File: config.mk
export PLATFORM = sky130hd
export DESIGN_NAME = cu_top
export DESIGN_NICKNAME = d
export VERILOG_FILES = /design/src/verilog/cu_pkg.sv /design/src/verilog/cu_branch_resolve.sv /design/src/verilog/cu_imm_gen.sv /design/src/verilog/cu_inst_reg.sv /design/src/verilog/cu_op_decoder.sv /design/src/verilog/cu_top.sv
export VERILOG_INCLUDE_DIRS = /design/src /design/src/include
export SDC_FILE = /design/constraint.sdc
export NUM_CORES = 1
export LEC_CHECK = 0
export ABC_AREA = 1
export BUFFER_PORTS_ARGS = -buffer_cell sky130_fd_sc_hd__buf_4
export CAP_MARGIN = 20
export CORE_ASPECT_RATIO = 0.5
export CORE_UTILIZATION = 44
export CTS_BUF_LIST = sky130_fd_sc_hd__clkbuf_16
export CTS_CLUSTER_DIAMETER = 150
export DETAILED_ROUTE_END_ITERATION = 6
export PLACE_DENSITY = 0.78
export SETUP_SLACK_MARGIN = 0.2
export SYNTH_ARGS = -nofsm -noshare
export SYNTH_HDL_FRONTEND = slang
export SYNTH_HIERARCHICAL = 1
export SYNTH_SLANG_ARGS = --single-unit
File: constraint.sdc
create_clock -name clk -period 2.5 [get_ports clk]
set_clock_uncertainty 0.2 [all_clocks]
set_input_delay 0.25 -clock clk [delete_from_list [all_inputs] [get_ports clk]]
set_output_delay 0.25 -clock clk [all_outputs]
set_load 0.01 [all_outputs]
File: src/include/cu_config.svh
`ifndef CU_CONFIG_SVH
`define CU_CONFIG_SVH

`define CU_XLEN   64
`define CU_ILEN   32
`define CU_REG_AW 5

`define CU_NOP    32'h00000013 // addi x0, x0, 0
`define CU_EBREAK 32'h00100073

// major opcodes, inst[6:0]
`define CU_OPC_OP      7'b0110011
`define CU_OPC_OP32    7'b0111011
`define CU_OPC_OPIMM   7'b0010011
`define CU_OPC_OPIMM32 7'b0011011
`define CU_OPC_LOAD    7'b0000011
`define CU_OPC_STORE   7'b0100011
`define CU_OPC_BRANCH  7'b1100011
`define CU_OPC_JAL     7'b1101111
`define CU_OPC_JALR    7'b1100111
`define CU_OPC_LUI     7'b0110111
`define CU_OPC_AUIPC   7'b0010111
`define CU_OPC_SYSTEM  7'b1110011

`endif

File: src/verilog/cu_pkg.sv
`default_nettype none

package cu_pkg;

    typedef enum logic [4:0] {
        alu_none        = 5'b00000,
        alu_add         = 5'b00001,
        alu_add_clr_lsb = 5'b00010, // jalr target
        alu_sll         = 5'b00011,
        alu_addw        = 5'b00100,
        alu_sub         = 5'b00101,
        alu_sra         = 5'b00110,
        alu_and         = 5'b00111,
        alu_sllw        = 5'b01000,
        alu_xor         = 5'b01001,
        alu_or          = 5'b01010,
        alu_srl         = 5'b01011,
        alu_mulw        = 5'b01100,
        alu_divw        = 5'b10001,
        alu_remw        = 5'b10101,
        alu_subw        = 5'b11001
    } alu_op_e;

    typedef enum logic [2:0] {
        alu_src_rs1_rs2  = 3'b000,
        alu_src_rs1_imm  = 3'b001,
        alu_src_rs1_pc   = 3'b010,
        alu_src_rs1_snpc = 3'b011,
        alu_src_imm_pc   = 3'b100,
        alu_src_imm_snpc = 3'b101
    } alu_src_e;

    typedef enum logic [0:0] {cmp_unsigned = 1'b0, cmp_signed = 1'b1} cmp_mode_e;

    typedef enum logic [1:0] {cmp_src_rs1_rs2 = 2'b00, cmp_src_rs1_imm = 2'b01} cmp_src_e;

    typedef enum logic [1:0] {cmp_eq = 2'b00, cmp_lt = 2'b01, cmp_gt = 2'b10} cmp_result_e;

    typedef enum logic [2:0] {
        reg_keep, reg_alu, reg_pc, reg_snpc, reg_imm, reg_mem, reg_zero, reg_one
    } reg_src_e;

    typedef enum logic [1:0] {pc_snpc = 2'b00, pc_alu = 2'b01} pc_src_e;

    typedef enum logic [3:0] {
        mem_none = 4'b0000,
        mem_ld   = 4'b0001,
        mem_lw   = 4'b0010,
        mem_lh   = 4'b0011,
        mem_lhu  = 4'b0110,
        mem_lbu  = 4'b0111,
        mem_sd   = 4'b1000, // msb set for stores
        mem_sw   = 4'b1001,
        mem_sh   = 4'b1010,
        mem_sb   = 4'b1011
    } mem_op_e;

    typedef enum logic [2:0] {maddr_none = 3'b000, maddr_alu = 3'b001} mem_addr_src_e;

    typedef enum logic [2:0] {mdata_none = 3'b000, mdata_rs2 = 3'b010} mem_data_src_e;

    typedef enum logic [2:0] {
        br_none, br_jump, br_eq, br_ne, br_ge, br_lt, br_set_lt
    } br_cond_e;

    typedef enum logic [2:0] {imm_none, imm_i, imm_s, imm_b, imm_u, imm_j} imm_fmt_e;

endpackage

`default_nettype wire

File: src/verilog/cu_branch_resolve.sv
`timescale 1ns/1ps
`default_nettype none

module cu_branch_resolve import cu_pkg::*; (
    input  br_cond_e    br_cond,
    input  reg_src_e    base_reg_src,
    input  cmp_result_e cmp_out,
    output pc_src_e     pc_src,
    output reg_src_e    reg_src
);

    logic taken;

    always_comb begin
        case (br_cond)
            br_jump: taken = 1'b1;
            br_eq:   taken = (cmp_out == cmp_eq);
            br_ne:   taken = (cmp_out != cmp_eq);
            br_ge:   taken = (cmp_out == cmp_eq) || (cmp_out == cmp_gt);
            br_lt:   taken = (cmp_out == cmp_lt);
            default: taken = 1'b0; // none and set_lt never redirect
        endcase
    end

    assign pc_src = taken ? pc_alu : pc_snpc;

    // slt family writes the compare outcome as 0 or 1
    always_comb begin
        if (br_cond == br_set_lt) begin
            reg_src = (cmp_out == cmp_lt) ? reg_one : reg_zero;
        end else begin
            reg_src = base_reg_src;
        end
    end

endmodule

`default_nettype wire

File: src/verilog/cu_imm_gen.sv
`timescale 1ns/1ps
`default_nettype none

`include "cu_config.svh"

module cu_imm_gen import cu_pkg::*; (
    input  logic [`CU_ILEN-1:0] inst_q,
    input  imm_fmt_e            imm_fmt,
    output logic [`CU_XLEN-1:0] imm
);

    logic sign;

    assign sign = inst_q[31];

    always_comb begin
        case (imm_fmt)
            imm_i: imm = {{(`CU_XLEN-12){sign}}, inst_q[31:20]};
            imm_s: imm = {{(`CU_XLEN-12){sign}}, inst_q[31:25], inst_q[11:7]};
            imm_b: begin
                imm = {{(`CU_XLEN-12){sign}}, inst_q[7], inst_q[30:25],
                       inst_q[11:8], 1'b0}; // bit 12 is the sign
            end
            imm_u: imm = {{(`CU_XLEN-32){sign}}, inst_q[31:12], 12'b0};
            imm_j: begin
                imm = {{(`CU_XLEN-20){sign}}, inst_q[19:12], inst_q[20],
                       inst_q[30:21], 1'b0};
            end
            default: imm = '0; // r-type and friends
        endcase
    end

endmodule

`default_nettype wire

File: src/verilog/cu_inst_reg.sv
`timescale 1ns/1ps
`default_nettype none

`include "cu_config.svh"

module cu_inst_reg (
    input  logic                  clk,
    input  logic                  rst_n,
    input  logic [`CU_ILEN-1:0]   inst,
    input  logic                  inst_valid,
    output logic [`CU_ILEN-1:0]   inst_q,
    output logic [`CU_REG_AW-1:0] rs1,
    output logic [`CU_REG_AW-1:0] rs2,
    output logic [`CU_REG_AW-1:0] rd
);

    always_ff @(posedge clk or negedge rst_n) begin
        if (!rst_n) begin
            inst_q <= `CU_NOP;
        end else if (inst_valid) begin
            inst_q <= inst; // hold otherwise
        end
    end

    assign rs1 = inst_q[19:15];
    assign rs2 = inst_q[24:20];
    assign rd  = inst_q[11:7];

endmodule

`default_nettype wire

File: src/verilog/cu_op_decoder.sv
`timescale 1ns/1ps
`default_nettype none

`include "cu_config.svh"

module cu_op_decoder import cu_pkg::*; (
    input  logic [`CU_ILEN-1:0] inst_q,
    output alu_op_e             alu_op,
    output alu_src_e            alu_src,
    output cmp_mode_e           cmp_mode,
    output cmp_src_e            cmp_src,
    output reg_src_e            reg_src,
    output mem_op_e             mem_op,
    output mem_addr_src_e       mem_addr_src,
    output mem_data_src_e       mem_data_src,
    output br_cond_e            br_cond,
    output imm_fmt_e            imm_fmt,
    output logic                ebreak,
    output logic                illegal
);

    logic [6:0] opcode;
    logic [2:0] funct3;
    logic [6:0] funct7;

    assign opcode = inst_q[6:0];
    assign funct3 = inst_q[14:12];
    assign funct7 = inst_q[31:25];

    always_comb begin
        alu_op       = alu_none;
        alu_src      = alu_src_rs1_rs2;
        cmp_mode     = cmp_unsigned;
        cmp_src      = cmp_src_rs1_rs2;
        reg_src      = reg_keep;
        mem_op       = mem_none;
        mem_addr_src = maddr_none;
        mem_data_src = mdata_none;
        br_cond      = br_none;
        imm_fmt      = imm_none;
        ebreak       = 1'b0;
        illegal      = 1'b0;
        case (opcode)
            `CU_OPC_OP: begin
                case ({funct7, funct3})
                    {7'b0000000, 3'b000}: alu_op = alu_add;
                    {7'b0100000, 3'b000}: alu_op = alu_sub;
                    {7'b0000000, 3'b111}: alu_op = alu_and;
                    {7'b0000000, 3'b110}: alu_op = alu_or;
                    {7'b0000000, 3'b010}: begin // slt
                        cmp_mode = cmp_signed;
                        br_cond  = br_set_lt;
                    end
                    {7'b0000000, 3'b011}: br_cond = br_set_lt; // sltu
                    default: illegal = 1'b1;
                endcase
                if (!illegal && br_cond == br_none) reg_src = reg_alu;
            end
            `CU_OPC_OP32: begin
                case ({funct7, funct3})
                    {7'b0000000, 3'b000}: alu_op = alu_addw;
                    {7'b0100000, 3'b000}: alu_op = alu_subw;
                    {7'b0000000, 3'b001}: alu_op = alu_sllw;
                    {7'b0000001, 3'b000}: alu_op = alu_mulw;
                    {7'b0000001, 3'b100}: alu_op = alu_divw;
                    {7'b0000001, 3'b110}: alu_op = alu_remw;
                    default: illegal = 1'b1;
                endcase
                if (!illegal) reg_src = reg_alu;
            end
            `CU_OPC_OPIMM: begin
                case (funct3)
                    3'b000: alu_op = alu_add;
                    3'b001: if (funct7[6:1] == 6'b000000) alu_op = alu_sll; else illegal = 1'b1;
                    3'b011: begin // sltiu
                        cmp_src = cmp_src_rs1_imm;
                        br_cond = br_set_lt;
                    end
                    3'b100: alu_op = alu_xor;
                    3'b101: begin
                        if (funct7[6:1] == 6'b000000) alu_op = alu_srl;
                        else if (funct7[6:1] == 6'b010000) alu_op = alu_sra;
                        else illegal = 1'b1;
                    end
                    3'b111: alu_op = alu_and;
                    default: illegal = 1'b1;
                endcase
                if (!illegal) imm_fmt = imm_i;
                if (!illegal && br_cond == br_none) begin
                    alu_src = alu_src_rs1_imm;
                    reg_src = reg_alu;
                end
            end
            `CU_OPC_OPIMM32: begin
                if (funct3 == 3'b000) begin // addiw
                    alu_op  = alu_addw;
                    alu_src = alu_src_rs1_imm;
                    reg_src = reg_alu;
                    imm_fmt = imm_i;
                end else begin
                    illegal = 1'b1;
                end
            end
            `CU_OPC_LOAD: begin
                case (funct3)
                    3'b011: mem_op = mem_ld;
                    3'b010: mem_op = mem_lw;
                    3'b001: mem_op = mem_lh;
                    3'b101: mem_op = mem_lhu;
                    3'b100: mem_op = mem_lbu;
                    default: illegal = 1'b1;
                endcase
                if (!illegal) begin
                    alu_op       = alu_add; // rs1 + offset
                    alu_src      = alu_src_rs1_imm;
                    reg_src      = reg_mem;
                    mem_addr_src = maddr_alu;
                    imm_fmt      = imm_i;
                end
            end
            `CU_OPC_STORE: begin
                case (funct3)
                    3'b011: mem_op = mem_sd;
                    3'b010: mem_op = mem_sw;
                    3'b001: mem_op = mem_sh;
                    3'b000: mem_op = mem_sb;
                    default: illegal = 1'b1;
                endcase
                if (!illegal) begin
                    alu_op       = alu_add;
                    alu_src      = alu_src_rs1_imm;
                    mem_addr_src = maddr_alu;
                    mem_data_src = mdata_rs2;
                    imm_fmt      = imm_s;
                end
            end
            `CU_OPC_BRANCH: begin
                case (funct3)
                    3'b000: br_cond = br_eq;
                    3'b001: br_cond = br_ne;
                    3'b100: begin
                        br_cond  = br_lt;
                        cmp_mode = cmp_signed;
                    end
                    3'b101: begin
                        br_cond  = br_ge;
                        cmp_mode = cmp_signed;
                    end
                    3'b110: br_cond = br_lt; // bltu
                    3'b111: br_cond = br_ge; // bgeu
                    default: illegal = 1'b1;
                endcase
                if (!illegal) begin
                    alu_op  = alu_add; // target pc + imm
                    alu_src = alu_src_imm_pc;
                    imm_fmt = imm_b;
                end
            end
            `CU_OPC_JAL: begin
                alu_op  = alu_add;
                alu_src = alu_src_imm_pc;
                reg_src = reg_snpc;
                br_cond = br_jump;
                imm_fmt = imm_j;
            end
            `CU_OPC_JALR: begin
                if (funct3 == 3'b000) begin
                    alu_op  = alu_add_clr_lsb;
                    alu_src = alu_src_rs1_imm;
                    reg_src = reg_snpc;
                    br_cond = br_jump;
                    imm_fmt = imm_i;
                end else begin
                    illegal = 1'b1;
                end
            end
            `CU_OPC_LUI: begin
                reg_src = reg_imm;
                imm_fmt = imm_u;
            end
            `CU_OPC_AUIPC: begin
                alu_op  = alu_add;
                alu_src = alu_src_imm_pc;
                reg_src = reg_alu;
                imm_fmt = imm_u;
            end
            `CU_OPC_SYSTEM: begin
                if (inst_q == `CU_EBREAK) ebreak = 1'b1; // exact word only
                else illegal = 1'b1;
            end
            default: illegal = 1'b1;
        endcase
    end

endmodule

`default_nettype wire

File: src/verilog/cu_top.sv
`timescale 1ns/1ps
`default_nettype none

`include "cu_config.svh"

module cu_top import cu_pkg::*; (
    input  logic                  clk,
    input  logic                  rst_n,
    input  logic [`CU_ILEN-1:0]   inst,
    input  logic                  inst_valid,
    input  cmp_result_e           cmp_out,
    output logic [`CU_REG_AW-1:0] rs1,
    output logic [`CU_REG_AW-1:0] rs2,
    output logic [`CU_REG_AW-1:0] rd,
    output logic [`CU_XLEN-1:0]   imm,
    output alu_op_e               alu_op,
    output alu_src_e              alu_src,
    output cmp_mode_e             cmp_mode,
    output cmp_src_e              cmp_src,
    output reg_src_e              reg_src,
    output pc_src_e               pc_src,
    output mem_op_e               mem_op,
    output mem_addr_src_e         mem_addr_src,
    output mem_data_src_e         mem_data_src,
    output logic                  ebreak,
    output logic                  illegal
);

    logic [`CU_ILEN-1:0] inst_q;
    reg_src_e            base_reg_src;
    br_cond_e            br_cond;
    imm_fmt_e            imm_fmt;

    cu_inst_reg cu_inst_reg_i (
        .clk        (clk),
        .rst_n      (rst_n),
        .inst       (inst),
        .inst_valid (inst_valid),
        .inst_q     (inst_q),
        .rs1        (rs1),
        .rs2        (rs2),
        .rd         (rd)
    );

    cu_op_decoder cu_op_decoder_i (
        .inst_q       (inst_q),
        .alu_op       (alu_op),
        .alu_src      (alu_src),
        .cmp_mode     (cmp_mode),
        .cmp_src      (cmp_src),
        .reg_src      (base_reg_src), // before slt / branch override
        .mem_op       (mem_op),
        .mem_addr_src (mem_addr_src),
        .mem_data_src (mem_data_src),
        .br_cond      (br_cond),
        .imm_fmt      (imm_fmt),
        .ebreak       (ebreak),
        .illegal      (illegal)
    );

    cu_imm_gen cu_imm_gen_i (
        .inst_q  (inst_q),
        .imm_fmt (imm_fmt),
        .imm     (imm)
    );

    cu_branch_resolve cu_branch_resolve_i (
        .br_cond      (br_cond),
        .base_reg_src (base_reg_src),
        .cmp_out      (cmp_out),
        .pc_src       (pc_src),
        .reg_src      (reg_src)
    );

endmodule

`default_nettype wire
==> reports/metrics.cfg, run 1 <==
[clocking]
cts_tree = done
insertion_delay_ns = 0.27
cts.path.max_buffers = 2
path_clk_slew_ns = 0.06
cts_inserted_buffers = 5
htreeDepth = 2
cts_root_buf = clkbuf_16
cts.sinks = 32

[floorplan]
ioPinCount = 144
die_h_um = 62.7
start_util = 0.469
rows = 21
die_x_um = 123
die-area_mm2 = 0.00773
coreArea_mm2 = 0.00691

[synth]
synth_xor_xnor_area_share = 0
synth_compound_area_frac = 0.0463
yosys.cell_types.count = 34
synth-seq-cells = 32
yosysTopAreaCell = dfrtp_1
synth-simple-area-share = 0.455
synth.top_cells.by_area = dfrtp_1 (22%), nand2_1 (20%), buf_4 (14%)
yosys_warnings = 6
syn_area_mm2 = 0.00324
yosys.area.top_type_share = 0.224
synthCells = 520
seq_area_frac_synth = 0.248
synth_top_family_by_area = simple AND/OR/NAND/NOR gates
syn_area_per_cell_um2 = 6.23
synthMuxAreaShare = 0
synthAdderAreaFrac = 0

[placement]
gp_congestion = 0.933
dpl_cell_area_mm2 = 0.00430
numPlacedInstances = 742
portBuffers = 136
detailed_place_hpwl_um = 7600

[job]
max_cap_viol_count = 0

[cells_and_area]
largest_register_ffs = 32
instances_no_fill = 807
final_nets = 752
reg_top3 = cu_inst_reg_i/inst_q: 32 flops
drive_above_1_share = 0.510
fin_area_mm2 = 0.00572
area_delta_synth_final_pct = 76.5
regMostFlops = cu_inst_reg_i/inst_q
fin_util = 0.828
n_antenna_cell = 0

[drt]
wl_um = 14200
vias_per_cell = 5.50
vias = 4438
drtPass1Iterations = 4
drt_iter0_drc = 457
wl_per_cell_um = 17.6
drtAntennaViolNets = 0
drc = 0

[sta]
finalCritPeriodShare = 1.16
finalCriticalPeriod_ns = 2.90
slew_violations = 0
fmax_mhz = 345
setup_viol = 69
fin_ws_ns = -0.402
rsz0062_at_grt = yes
hold_violations = 0

[worst_setup_path]
crit_type = reg2out
crit_required_ns = 2.05
cp-end-kind = output port
cp-start-kind = register
crit_path_max_fanout = 6
r2r_cells = 4
cp.arrival_ns = 2.45

[global_routing]
grt_pass1_wl_um = 18600
overflow = 0
grt_usage = 0.307
antenna_found_initial = 0
grt_max_degree = 34
grt_pass1_vias = 3741

[power]
p_leak_nw = 3.15
finalPower_mw = 1.90
p_per_area_mw_per_mm2 = 333
ir_worst_vdd_mv = 0.292

[min_path]
worstHoldPathType = in2reg
hold_path_depth = 3

[outcome]
status = finished, violations left
violations = setup timing

-- where the power goes --
group | internal (mW) | switching [mW]
clock network | 0.357 | 0.216
registers | 0.569 | 0.0764
logic | 0.322 | 0.363
-- worst max-delay path, cell delays in order, from the launching register on --
cell     delay (ns)
dfstp_2        0.57
nand2_4        0.08
nor2_1         0.20
nand2_1        0.14
nand2_1        0.11
nand2_2        0.07
nand4_1        0.19
buf_6          0.19
nand4_1        0.20
buf_6          0.22
nand3_2        0.08
buf_6          0.11
-- routing by layer --
layer,share of wire,track usage,up-vias,wire length [um]
li1,-,-,1963,-
met1,0.40,0.405,2081,5690
met2,0.46,0.503,334,6590
met3,0.099,0.0584,60,1400
met4,0.036,0.0994,0,514
met5,0,0,-,0
-- final cells by class --
| type | count | area, um2 |
|---|---|---|
| tap | 92 | 115 |
| clock inverter | 2 | 8.76 |
| timing repair buffer | 251 | 2240 |
| clock buffer | 5 | 125 |
| fill | 405 | 1190 |
| multi-input combinational | 371 | 2210 |
| sequential | 32 | 808 |
| inverter | 54 | 218 |
-- stage by stage --
step	hold slack, ns	TNS [ns]	setup WS (ns)
after floorplan	-0.246	0	0.215
after global placement	0.00805	-1.91	-0.0807
after detailed placement	0.0162	-3.34	-0.161
after CTS	0.00208	-9.66	-0.175
after global routing	0.0101	-21.62	-0.417
final	0.0101	-17.84	-0.402
-- what timing repair did --
item / 4_1_cts / 5_1_grt
pin swaps: 14 / 40
setup endpoints to repair: 75 / 81
gates resized for setup: 85 / 107
setup buffers: 14 / 8
hold endpoints to repair: 57 / 0
hold buffers: 29 / 0
gates cloned: 5 / 2
-- layout by cell type (no fill, tap or decap), drive strengths merged, types with 3 or more instances in the layout --
master       count
a21oi            5
buf            222
clkbuf           5
conb             7
dfrtp           29
dfstp            3
dlygate4sd3     29
inv             55
nand2          192
nand3           66
nand4            8
nor2            61
nor3             7
o21ai           16
-- final timing paths --
check / startpoint / end / slack, ns
min in group asynchronous: rst_n / cu_inst_reg_i/inst_q[2] / 0.26
setup / recovery: cu_inst_reg_i/inst_q[0] / imm[26] / -0.40
hold / removal: inst[14] / cu_inst_reg_i/inst_q[14] / 0.01
max in group asynchronous: rst_n / cu_inst_reg_i/inst_q[4] / 1.50
setup reg to reg: cu_inst_reg_i/inst_q[13] / cu_inst_reg_i/inst_q[13] / 1.26
hold reg to reg: cu_inst_reg_i/inst_q[0] / cu_inst_reg_i/inst_q[0] / 0.32
-- cell usage after synthesis --
cell type / instances
o21ai_0: 13
inv_8: 1
o211ai_2: 1
a21oi_2: 1
nor2_4: 3
dfstp_2: 3
o21ai_1: 3
o211ai_1: 1
nand3_1: 64
nor3_2: 1
clkbuf_8: 3
inv_1: 41
nor3b_2: 1
nor2_2: 8
nand2_1: 175
buf_6: 5
nor3_1: 6
inv_4: 1
conb_1: 2
inv_2: 11
o22ai_1: 2
buf_2: 3
nand4_1: 8
dfrtp_1: 29
nand2_4: 1
nand3b_1: 2
nor4_1: 1
nand3_2: 2
buf_4: 61
buf_12: 1
nand2_2: 12
a21oi_1: 4
o221ai_1: 1
nor2_1: 49
-- logic make-up (layout without fill, tap and decap cells) --
| family | Yosys count | in the layout |
|---|---|---|
| other | 2 | 7 |
| buffers and inverters | 127 | 312 |
| and+or+nand+nor | 333 | 338 |
| AOI/OAI and AO/OA | 26 | 26 |
| DFF | 32 | 32 |
No activity file was read; power rests on OpenSTA's default activity.
==> run 2: changes to the inputs <==
ABC_AREA = 0   (was 1)
==> run 2 against run 1 <==
  * The run still ends with setup timing left
  * Combinational power rose by 34%
  * Register-to-register slack is essentially flat
  * Design area shrank 2.4%
  * Setup slack got worse by 0.15 ns
  * Total power up 14%
  * Critical path type unchanged
  * Sequential share of layout area rose by 0.32 points
==> reports/metrics.cfg, run 2 <==
[clocking]
cts_tree = done  ; unchanged
cts.path.max_buffers = 2  ; unchanged
cts_inserted_buffers = 5  ; unchanged
htreeDepth = 2  ; unchanged
path_clk_slew_ns = 0.05  ; was 0.06 ns
cts.sinks = 32  ; unchanged
cts_root_buf = clkbuf_16  ; unchanged
insertion_delay_ns = 0.28  ; was 0.27 ns

[placement]
pre_cts_slack_ns = -0.464  ; was -0.161 ns
gp_congestion = 0.916  ; was 0.933
dpl_cell_area_mm2 = 0.00448  ; was 0.00430 mm2
portBuffers = 136  ; unchanged
numPlacedInstances = 606  ; was 742
detailed_place_hpwl_um = 7550  ; was 7600 um

[min_path]
min_from = inst[5]  ; was inst[14]
hold_path_depth = 2  ; was 3
worstHoldPathType = in2reg  ; unchanged
holdPathEnd = cu_inst_reg_i/inst_q[5]  ; was cu_inst_reg_i/inst_q[14]

[worst_setup_path]
cp.arrival_ns = 2.60  ; was 2.45 ns
r2r_slack_ns = 1.25  ; was 1.26 ns
cp-start-kind = register  ; unchanged
crit_required_ns = 2.05  ; about the same
crit_path_max_fanout = 5  ; was 6
cp-end-kind = output port  ; unchanged
r2r-end = cu_inst_reg_i/inst_q[13]  ; unchanged
r2r_cells = 2  ; was 4
r2r-start = cu_inst_reg_i/inst_q[13]  ; unchanged
crit_type = reg2out  ; unchanged

[floorplan]
die-area_mm2 = 0.00781  ; was 0.00773 mm2
coreArea_mm2 = 0.00694  ; was 0.00691 mm2
ioPinCount = 144  ; unchanged
die_x_um = 124  ; was 123 um
start_util = 0.472  ; was 0.469
rows = 21  ; unchanged
die_h_um = 63  ; was 62.7 um

[job]
max_cap_viol_count = 0  ; unchanged

[outcome]
violations = setup timing  ; unchanged
status = finished, violations left  ; unchanged

[power]
ir_worst_vdd_mv = 0.293  ; was 0.292 mV
finalPower_mw = 2.17  ; was 1.90 mW
p_int_mw = 1.42  ; was 1.25 mW
p_leak_nw = 2.71  ; was 3.15 nW
p_seq_frac = 0.299  ; was 0.339
p_per_area_mw_per_mm2 = 388  ; was 333 mW/mm2
p_switching_uw = 750  ; was 655 uW
clockPowerShare = 0.277  ; was 0.301
pwr-share-comb = 0.424  ; was 0.360
switching_share = 0.346  ; was 0.344

[synth]
yosysTopAreaCell = dfrtp_1  ; unchanged
synth_edf_count = 0  ; unchanged
syn_area_mm2 = 0.00327  ; was 0.00324 mm2
synthCells = 380  ; was 520
synth.top_cells.by_area = dfrtp_1 (22%), mux2_4 (14%), buf_4 (13%)  ; was dfrtp_1 (22%), nand2_1 (20%), buf_4 (14%)
seq_area_frac_synth = 0.246  ; was 0.248
yosys.cell_types.count = 69  ; was 34
ys.flop_type = dfrtp_1  ; unchanged
yosysMostFrequentCell = buf_4  ; was nand2_1
syn_area_per_cell_um2 = 8.62  ; was 6.23 um2
yosys.area.top_type_share = 0.222  ; was 0.224
synth-seq-cells = 32  ; unchanged
synthTopCellsByCount = buf_4 (57), nand2_1 (36), mux2_4 (30)  ; was nand2_1 (175), nand3_1 (64), buf_4 (61)
synthArstFlopShare = 1.00  ; unchanged
yosys_warnings = 6  ; unchanged

[cells_and_area]
reg_top3 = cu_inst_reg_i/inst_q: 32 flops  ; unchanged
instances_no_fill = 657  ; was 807
layout_commonest_cell = buf_4  ; unchanged
area_delta_synth_final_pct = 70.5  ; was 76.5%
largest_register_ffs = 32  ; unchanged
regMostFlops = cu_inst_reg_i/inst_q  ; unchanged
fin_area_mm2 = 0.00558  ; was 0.00572 mm2
final_cell_mix = buf_4 (162), buf_6 (69), nand2_1 (30), mux2_4 (30), dfrtp_1 (27)  ; was buf_4 (154), nand2_1 (147), buf_6 (63), nand3_1 (42), inv_1 (37)
final_nets = 601  ; was 752
drive_above_1_share = 0.607  ; was 0.510
nFillCells = 404  ; was 405
n_antenna_cell = 0  ; unchanged
fin_util = 0.805  ; was 0.828

[drt]
drc = 0  ; unchanged
wl_um = 13000  ; was 14200 um
vias = 3778  ; was 4438
drt_iter0_drc = 363  ; was 457
vias_per_cell = 5.75  ; was 5.50
drtPass1Iterations = 7  ; was 4
wl_per_cell_um = 19.9  ; was 17.6 um
drtAntennaViolNets = 0  ; unchanged

[sta]
fin_ws_ns = -0.551  ; was -0.402 ns
totalNegativeSetupSlack_ns = -35.32  ; was -17.84 ns
finalCritPeriodShare = 1.22  ; was 1.16
slew_headroom = 0.590
hold_violations = 0  ; unchanged
worst_pin_slew_ns = 0.616
finalCriticalPeriod_ns = 3.05  ; was 2.90 ns
slew_violations = 0  ; unchanged
fmax_mhz = 328  ; was 345 MHz
setup_viol = 77  ; was 69
rsz0062_at_grt = yes  ; unchanged
whs_ns = 0.00201  ; was 0.0101 ns

[global_routing]
grt_usage = 0.307  ; about the same
grt_max_degree = 33  ; was 34
overflow = 0  ; unchanged
grt_pass1_vias = 3521  ; was 3741
grt_pass1_wl_um = 18500  ; was 18600 um
antenna_found_initial = 0  ; unchanged

-- run 2: metal layers --
metal  global-route usage  vias up  share of wire
met2                0.524      255           0.47
met5                    0        -              0
met4               0.0804        0          0.044
met3               0.0675       60          0.082
li1                     -     1663              -
met1                0.390     1800           0.40
-- run 2: cell families after synthesis --
family,count (synthesis),share of synthesized area
xor gates and xnor gates,1,0.00268
DFF,32,0.246
muxes,35,0.154
buffers and inverters,89,0.189
and+or+nand+nor,130,0.220
other,2,0.00229
AOI/OAI and AO/OA,91,0.186
-- run 2: cell type report --
type,instances,area [um2],share of cell area
Inverter,8,30.0,0.00538
Sequential cell,32,807,0.145
Timing Repair Buffer,248,2170,0.389
Multi-Input combinational cell,269,2320,0.415
Clock buffer,5,125,0.0224
Clock inverter,3,15.0,0.00269
Tap cell,92,115,0.0206
-- run 2: worst max-delay path, cell delays in order, from the launching register on --
cell	delay, ns
dfrtp_1	0.38
or3_4	0.42
o41ai_4	0.33
o21a_1	0.25
a21oi_2	0.09
o21ai_4	0.12
buf_6	0.16
and2b_2	0.26
nand2_1	0.08
o21ai_1	0.06
buf_4	0.16
-- run 2: worst max-delay path by stage --
stage / startpoint / to / slack [ns]
CTS: cu_inst_reg_i/inst_q[27] / pc_src[0] / -0.43
global placement: cu_inst_reg_i/inst_q[29] / imm[29] / -0.41
global route: cu_inst_reg_i/inst_q[27] / imm[22] / -0.58
floorplan: cu_inst_reg_i/inst_q[0] / imm[32] / -0.15
finish: cu_inst_reg_i/inst_q[27] / imm[28] / -0.55
detailed placement: cu_inst_reg_i/inst_q[29] / imm[24] / -0.46
-- run 2: timing repair --
action                                  CTS  global route
gates resized for setup                 101            44
setup buffers                            17             5
endpoints found under the hold margin    43             1
hold buffers                             15             1
endpoints found under the setup margin   80            84
cloned                                    5             0
pin swaps                                32            18
-- run 2: power by group through the flow --
stage          clock (mW)  combinational [mW]  sequential (mW)
6_report            0.600               0.919            0.648
3_5_place_dp            0               0.725            0.644
5_1_grt             0.627               0.965            0.654
4_1_cts             0.592               0.837            0.641
2_1_floorplan           0               0.467            0.633
3_3_place_gp            0               0.719            0.643
==> run 3: changes to the inputs <==
PLACE_DENSITY = 0.9   (was 0.78)
TNS_END_PERCENT = 10   (was unset)
==> run 3 against run 2 <==
  * Fmax increased by 0.35%
  * The run still ends with setup timing left
  * Register-to-register slack lost 0.08 ns
  * Largest power group unchanged
  * Flip-flop and latch count unchanged
  * Critical path depth increased by 1
  * Setup slack better by 0.011 ns
  * Design area fell by 8.2%
==> reports/metrics.cfg, run 3 (synthesis gave the netlist of run 2 again) <==
[outcome]
status = finished, violations left  ; unchanged
violations = setup timing  ; unchanged

[job]
max_cap_viol_count = 0  ; unchanged

[sta]
fmax_mhz = 329  ; was 328 MHz
slew_violations = 0  ; unchanged
worst_pin_slew_ns = 0.604  ; was 0.616 ns
fin_ws_ns = -0.541  ; was -0.551 ns
finalCritPeriodShare = 1.22  ; about the same
finalCriticalPeriod_ns = 3.04  ; was 3.05 ns
hold_violations = 0  ; unchanged
totalNegativeSetupSlack_ns = -34.49  ; was -35.32 ns
slew_headroom = 0.597  ; was 0.590
setup_viol = 74  ; was 77
rsz0062_at_grt = yes  ; unchanged

[worst_setup_path]
r2r-start = cu_inst_reg_i/inst_q[31]  ; was cu_inst_reg_i/inst_q[13]
crit_path_max_fanout = 8  ; was 5
r2r_cells = 2  ; unchanged
cpLargestDelayFamily = compound AO/OA/AOI/OAI gates  ; unchanged
crit_path_start = cu_inst_reg_i/inst_q[27]  ; unchanged
path_depth = 11  ; was 10
cp-start-kind = register  ; unchanged
cp-end-kind = output port  ; unchanged
cp.arrival_ns = 2.59  ; was 2.60 ns
r2r-end = cu_inst_reg_i/inst_q[31]  ; was cu_inst_reg_i/inst_q[13]
path_buf_inv = 3  ; was 2
crit_chain = or3_4, o41ai_4, o21a_1, a21oi_1, o21ai_1, buf_4, nor2_2, nor3b_2, buf_4, a21o_1, buf_4  ; was or3_4, o41ai_4, o21a_1, a21oi_2, o21ai_4, buf_6, and2b_2, nand2_1, o21ai_1, buf_4
crit_type = reg2out  ; unchanged
crit_required_ns = 2.05  ; about the same
cp_slowest_cell = or3_4  ; unchanged
cp_common_cell = buf_4
r2r_slack_ns = 1.17  ; was 1.25 ns
crit_path_end = imm[16]  ; was imm[28]
critPathMaxStageDelay_ns = 0.44  ; was 0.42 ns

[power]
finalPower_mw = 2.08  ; was 2.17 mW
pwr-share-comb = 0.408  ; was 0.424
p_switching_uw = 689  ; was 750 uW
p_int_mw = 1.39  ; was 1.42 mW
ir_worst_vdd_mv = 0.288  ; was 0.293 mV
p_seq_frac = 0.313  ; was 0.299
clockPowerShare = 0.279  ; was 0.277
p_per_area_mw_per_mm2 = 406  ; was 388 mW/mm2
switching_share = 0.331  ; was 0.346
p_leak_nw = 2.54  ; was 2.71 nW

[global_routing]
overflow = 0  ; unchanged
grt_pass1_vias = 3335  ; was 3521
antenna_found_initial = 0  ; unchanged
grt_usage = 0.294  ; was 0.307
grt_max_degree = 33  ; unchanged
grt_pass1_wl_um = 17700  ; was 18500 um

[cells_and_area]
final_cell_mix = buf_4 (220), nand2_1 (32), mux2_4 (30), dfrtp_1 (26), nor2_1 (19)  ; was buf_4 (162), buf_6 (69), nand2_1 (30), mux2_4 (30), dfrtp_1 (27)
drive_above_1_share = 0.609  ; was 0.607
final_nets = 584  ; was 601
instances_no_fill = 640  ; was 657
regMostFlops = cu_inst_reg_i/inst_q  ; unchanged
layout_commonest_cell = buf_4  ; unchanged
area_delta_synth_final_pct = 56.6  ; was 70.5%
nFillCells = 505  ; was 404
n_antenna_cell = 0  ; unchanged
largest_register_ffs = 32  ; unchanged
multi_input_area_mm2 = 0.00222  ; was 0.00232 mm2
seq_area_um2 = 808  ; was 807 um2
reg_top3 = cu_inst_reg_i/inst_q: 32 flops  ; unchanged
fin_area_mm2 = 0.00513  ; was 0.00558 mm2

[floorplan]
die_x_um = 124  ; unchanged
start_util = 0.472  ; unchanged
rows = 21  ; unchanged
die-area_mm2 = 0.00781  ; unchanged
coreArea_mm2 = 0.00694  ; unchanged
ioPinCount = 144  ; unchanged
die_h_um = 63  ; unchanged

[drt]
wl_um = 11500  ; was 13000 um
wl_per_cell_um = 17.9  ; was 19.9 um
drt_iter0_drc = 268  ; was 363
drc = 0  ; unchanged
drtPass1Iterations = 5  ; was 7
vias = 3519  ; was 3778
drtAntennaViolNets = 0  ; unchanged
vias_per_cell = 5.50  ; was 5.75

[clocking]
cts_inserted_buffers = 5  ; unchanged
path_clk_slew_ns = 0.06  ; was 0.05 ns
cts_tree = done  ; unchanged
insertion_delay_ns = 0.27  ; was 0.28 ns
cts.path.max_buffers = 2  ; unchanged
cts.sinks = 32  ; unchanged
htreeDepth = 2  ; unchanged
cts_root_buf = clkbuf_16  ; unchanged

[placement]
numPlacedInstances = 622  ; was 606
portBuffers = 136  ; unchanged
detailed_place_hpwl_um = 8070  ; was 7550 um
dpl_cell_area_mm2 = 0.00456  ; was 0.00448 mm2
gp_congestion = 0.914  ; was 0.916
pre_cts_slack_ns = -0.397  ; was -0.464 ns

[min_path]
worstHoldPathType = in2reg  ; unchanged

[run 3: cell types whose count changed in the layout (fill, tap and decap cells not counted), sizes merged]
| cell | previous run | this run |
|---|---|---|
| dlygate4sd3 | 16 | 1 |
| and2b | 2 | 1 |
| o21a | 9 | 8 |
[run 3: area by class of cell]
| cell class | count | area share |
|---|---|---|
| Tap cell | 92 | 0.0225 |
| Inverter | 8 | 0.00586 |
| Timing Repair Buffer | 233 | 0.354 |
| Sequential cell | 32 | 0.158 |
| Multi-Input combinational cell | 267 | 0.433 |
| Clock inverter | 3 | 0.00293 |
| Clock buffer | 5 | 0.0244 |
[run 3: per-stage QoR]
step,util,hold WS (ns)
floorplan,-,-0.246
global route,0.739,0.00202
CTS,0.720,0.00553
finish,0.739,0.00314
detailed placement,0.658,0.0230
global placement,0.658,0.0143
[run 3: metal layers]
layer  vias up  share of wire  track usage
met5         -              0            0
met4         0          0.014       0.0595
met3        16          0.068       0.0538
met2       148           0.47        0.480
met1      1718           0.44        0.403
li1       1637              -            -
[run 3: worst register-to-register path: stages (launching register included)]
cell     delay, ns
dfrtp_1       0.49
buf_4         0.24
mux2_2        0.28
[run 3: worst min path at each step]
| stage | start | endpoint | slack, ns | depth (start not counted) |
|---|---|---|---|---|
| 6_report | inst[13] | cu_inst_reg_i/inst_q[13] | 0.003 | 2 |
| 4_1_cts | inst[13] | cu_inst_reg_i/inst_q[13] | 0.006 | 2 |
| 2_1_floorplan | rst_n | cu_inst_reg_i/inst_q[10] | -0.25 | 0 |
| 3_5_place_dp | rst_n | cu_inst_reg_i/inst_q[6] | 0.02 | 1 |
| 3_3_place_gp | rst_n | cu_inst_reg_i/inst_q[13] | 0.01 | 1 |
| 5_1_grt | inst[13] | cu_inst_reg_i/inst_q[13] | 0.002 | 2 |
[run 3: timing repair]
action,CTS,global route
cloned,3,0
pin swaps,18,11
setup buffers,5,1
hold buffers,1,0
endpoints found under the setup margin,80,84
endpoints found under the hold margin,29,0
resized for setup,59,32
[run 3: power by group through the flow]
stage          Sequential [mW]  Combinational, mW  Clock, mW
6_report                 0.651              0.849      0.580
5_1_grt                  0.658              0.901      0.612
4_1_cts                  0.645              0.808      0.580
3_5_place_dp             0.647              0.752          0
3_3_place_gp             0.644              0.740          0
2_1_floorplan            0.631              0.457          0
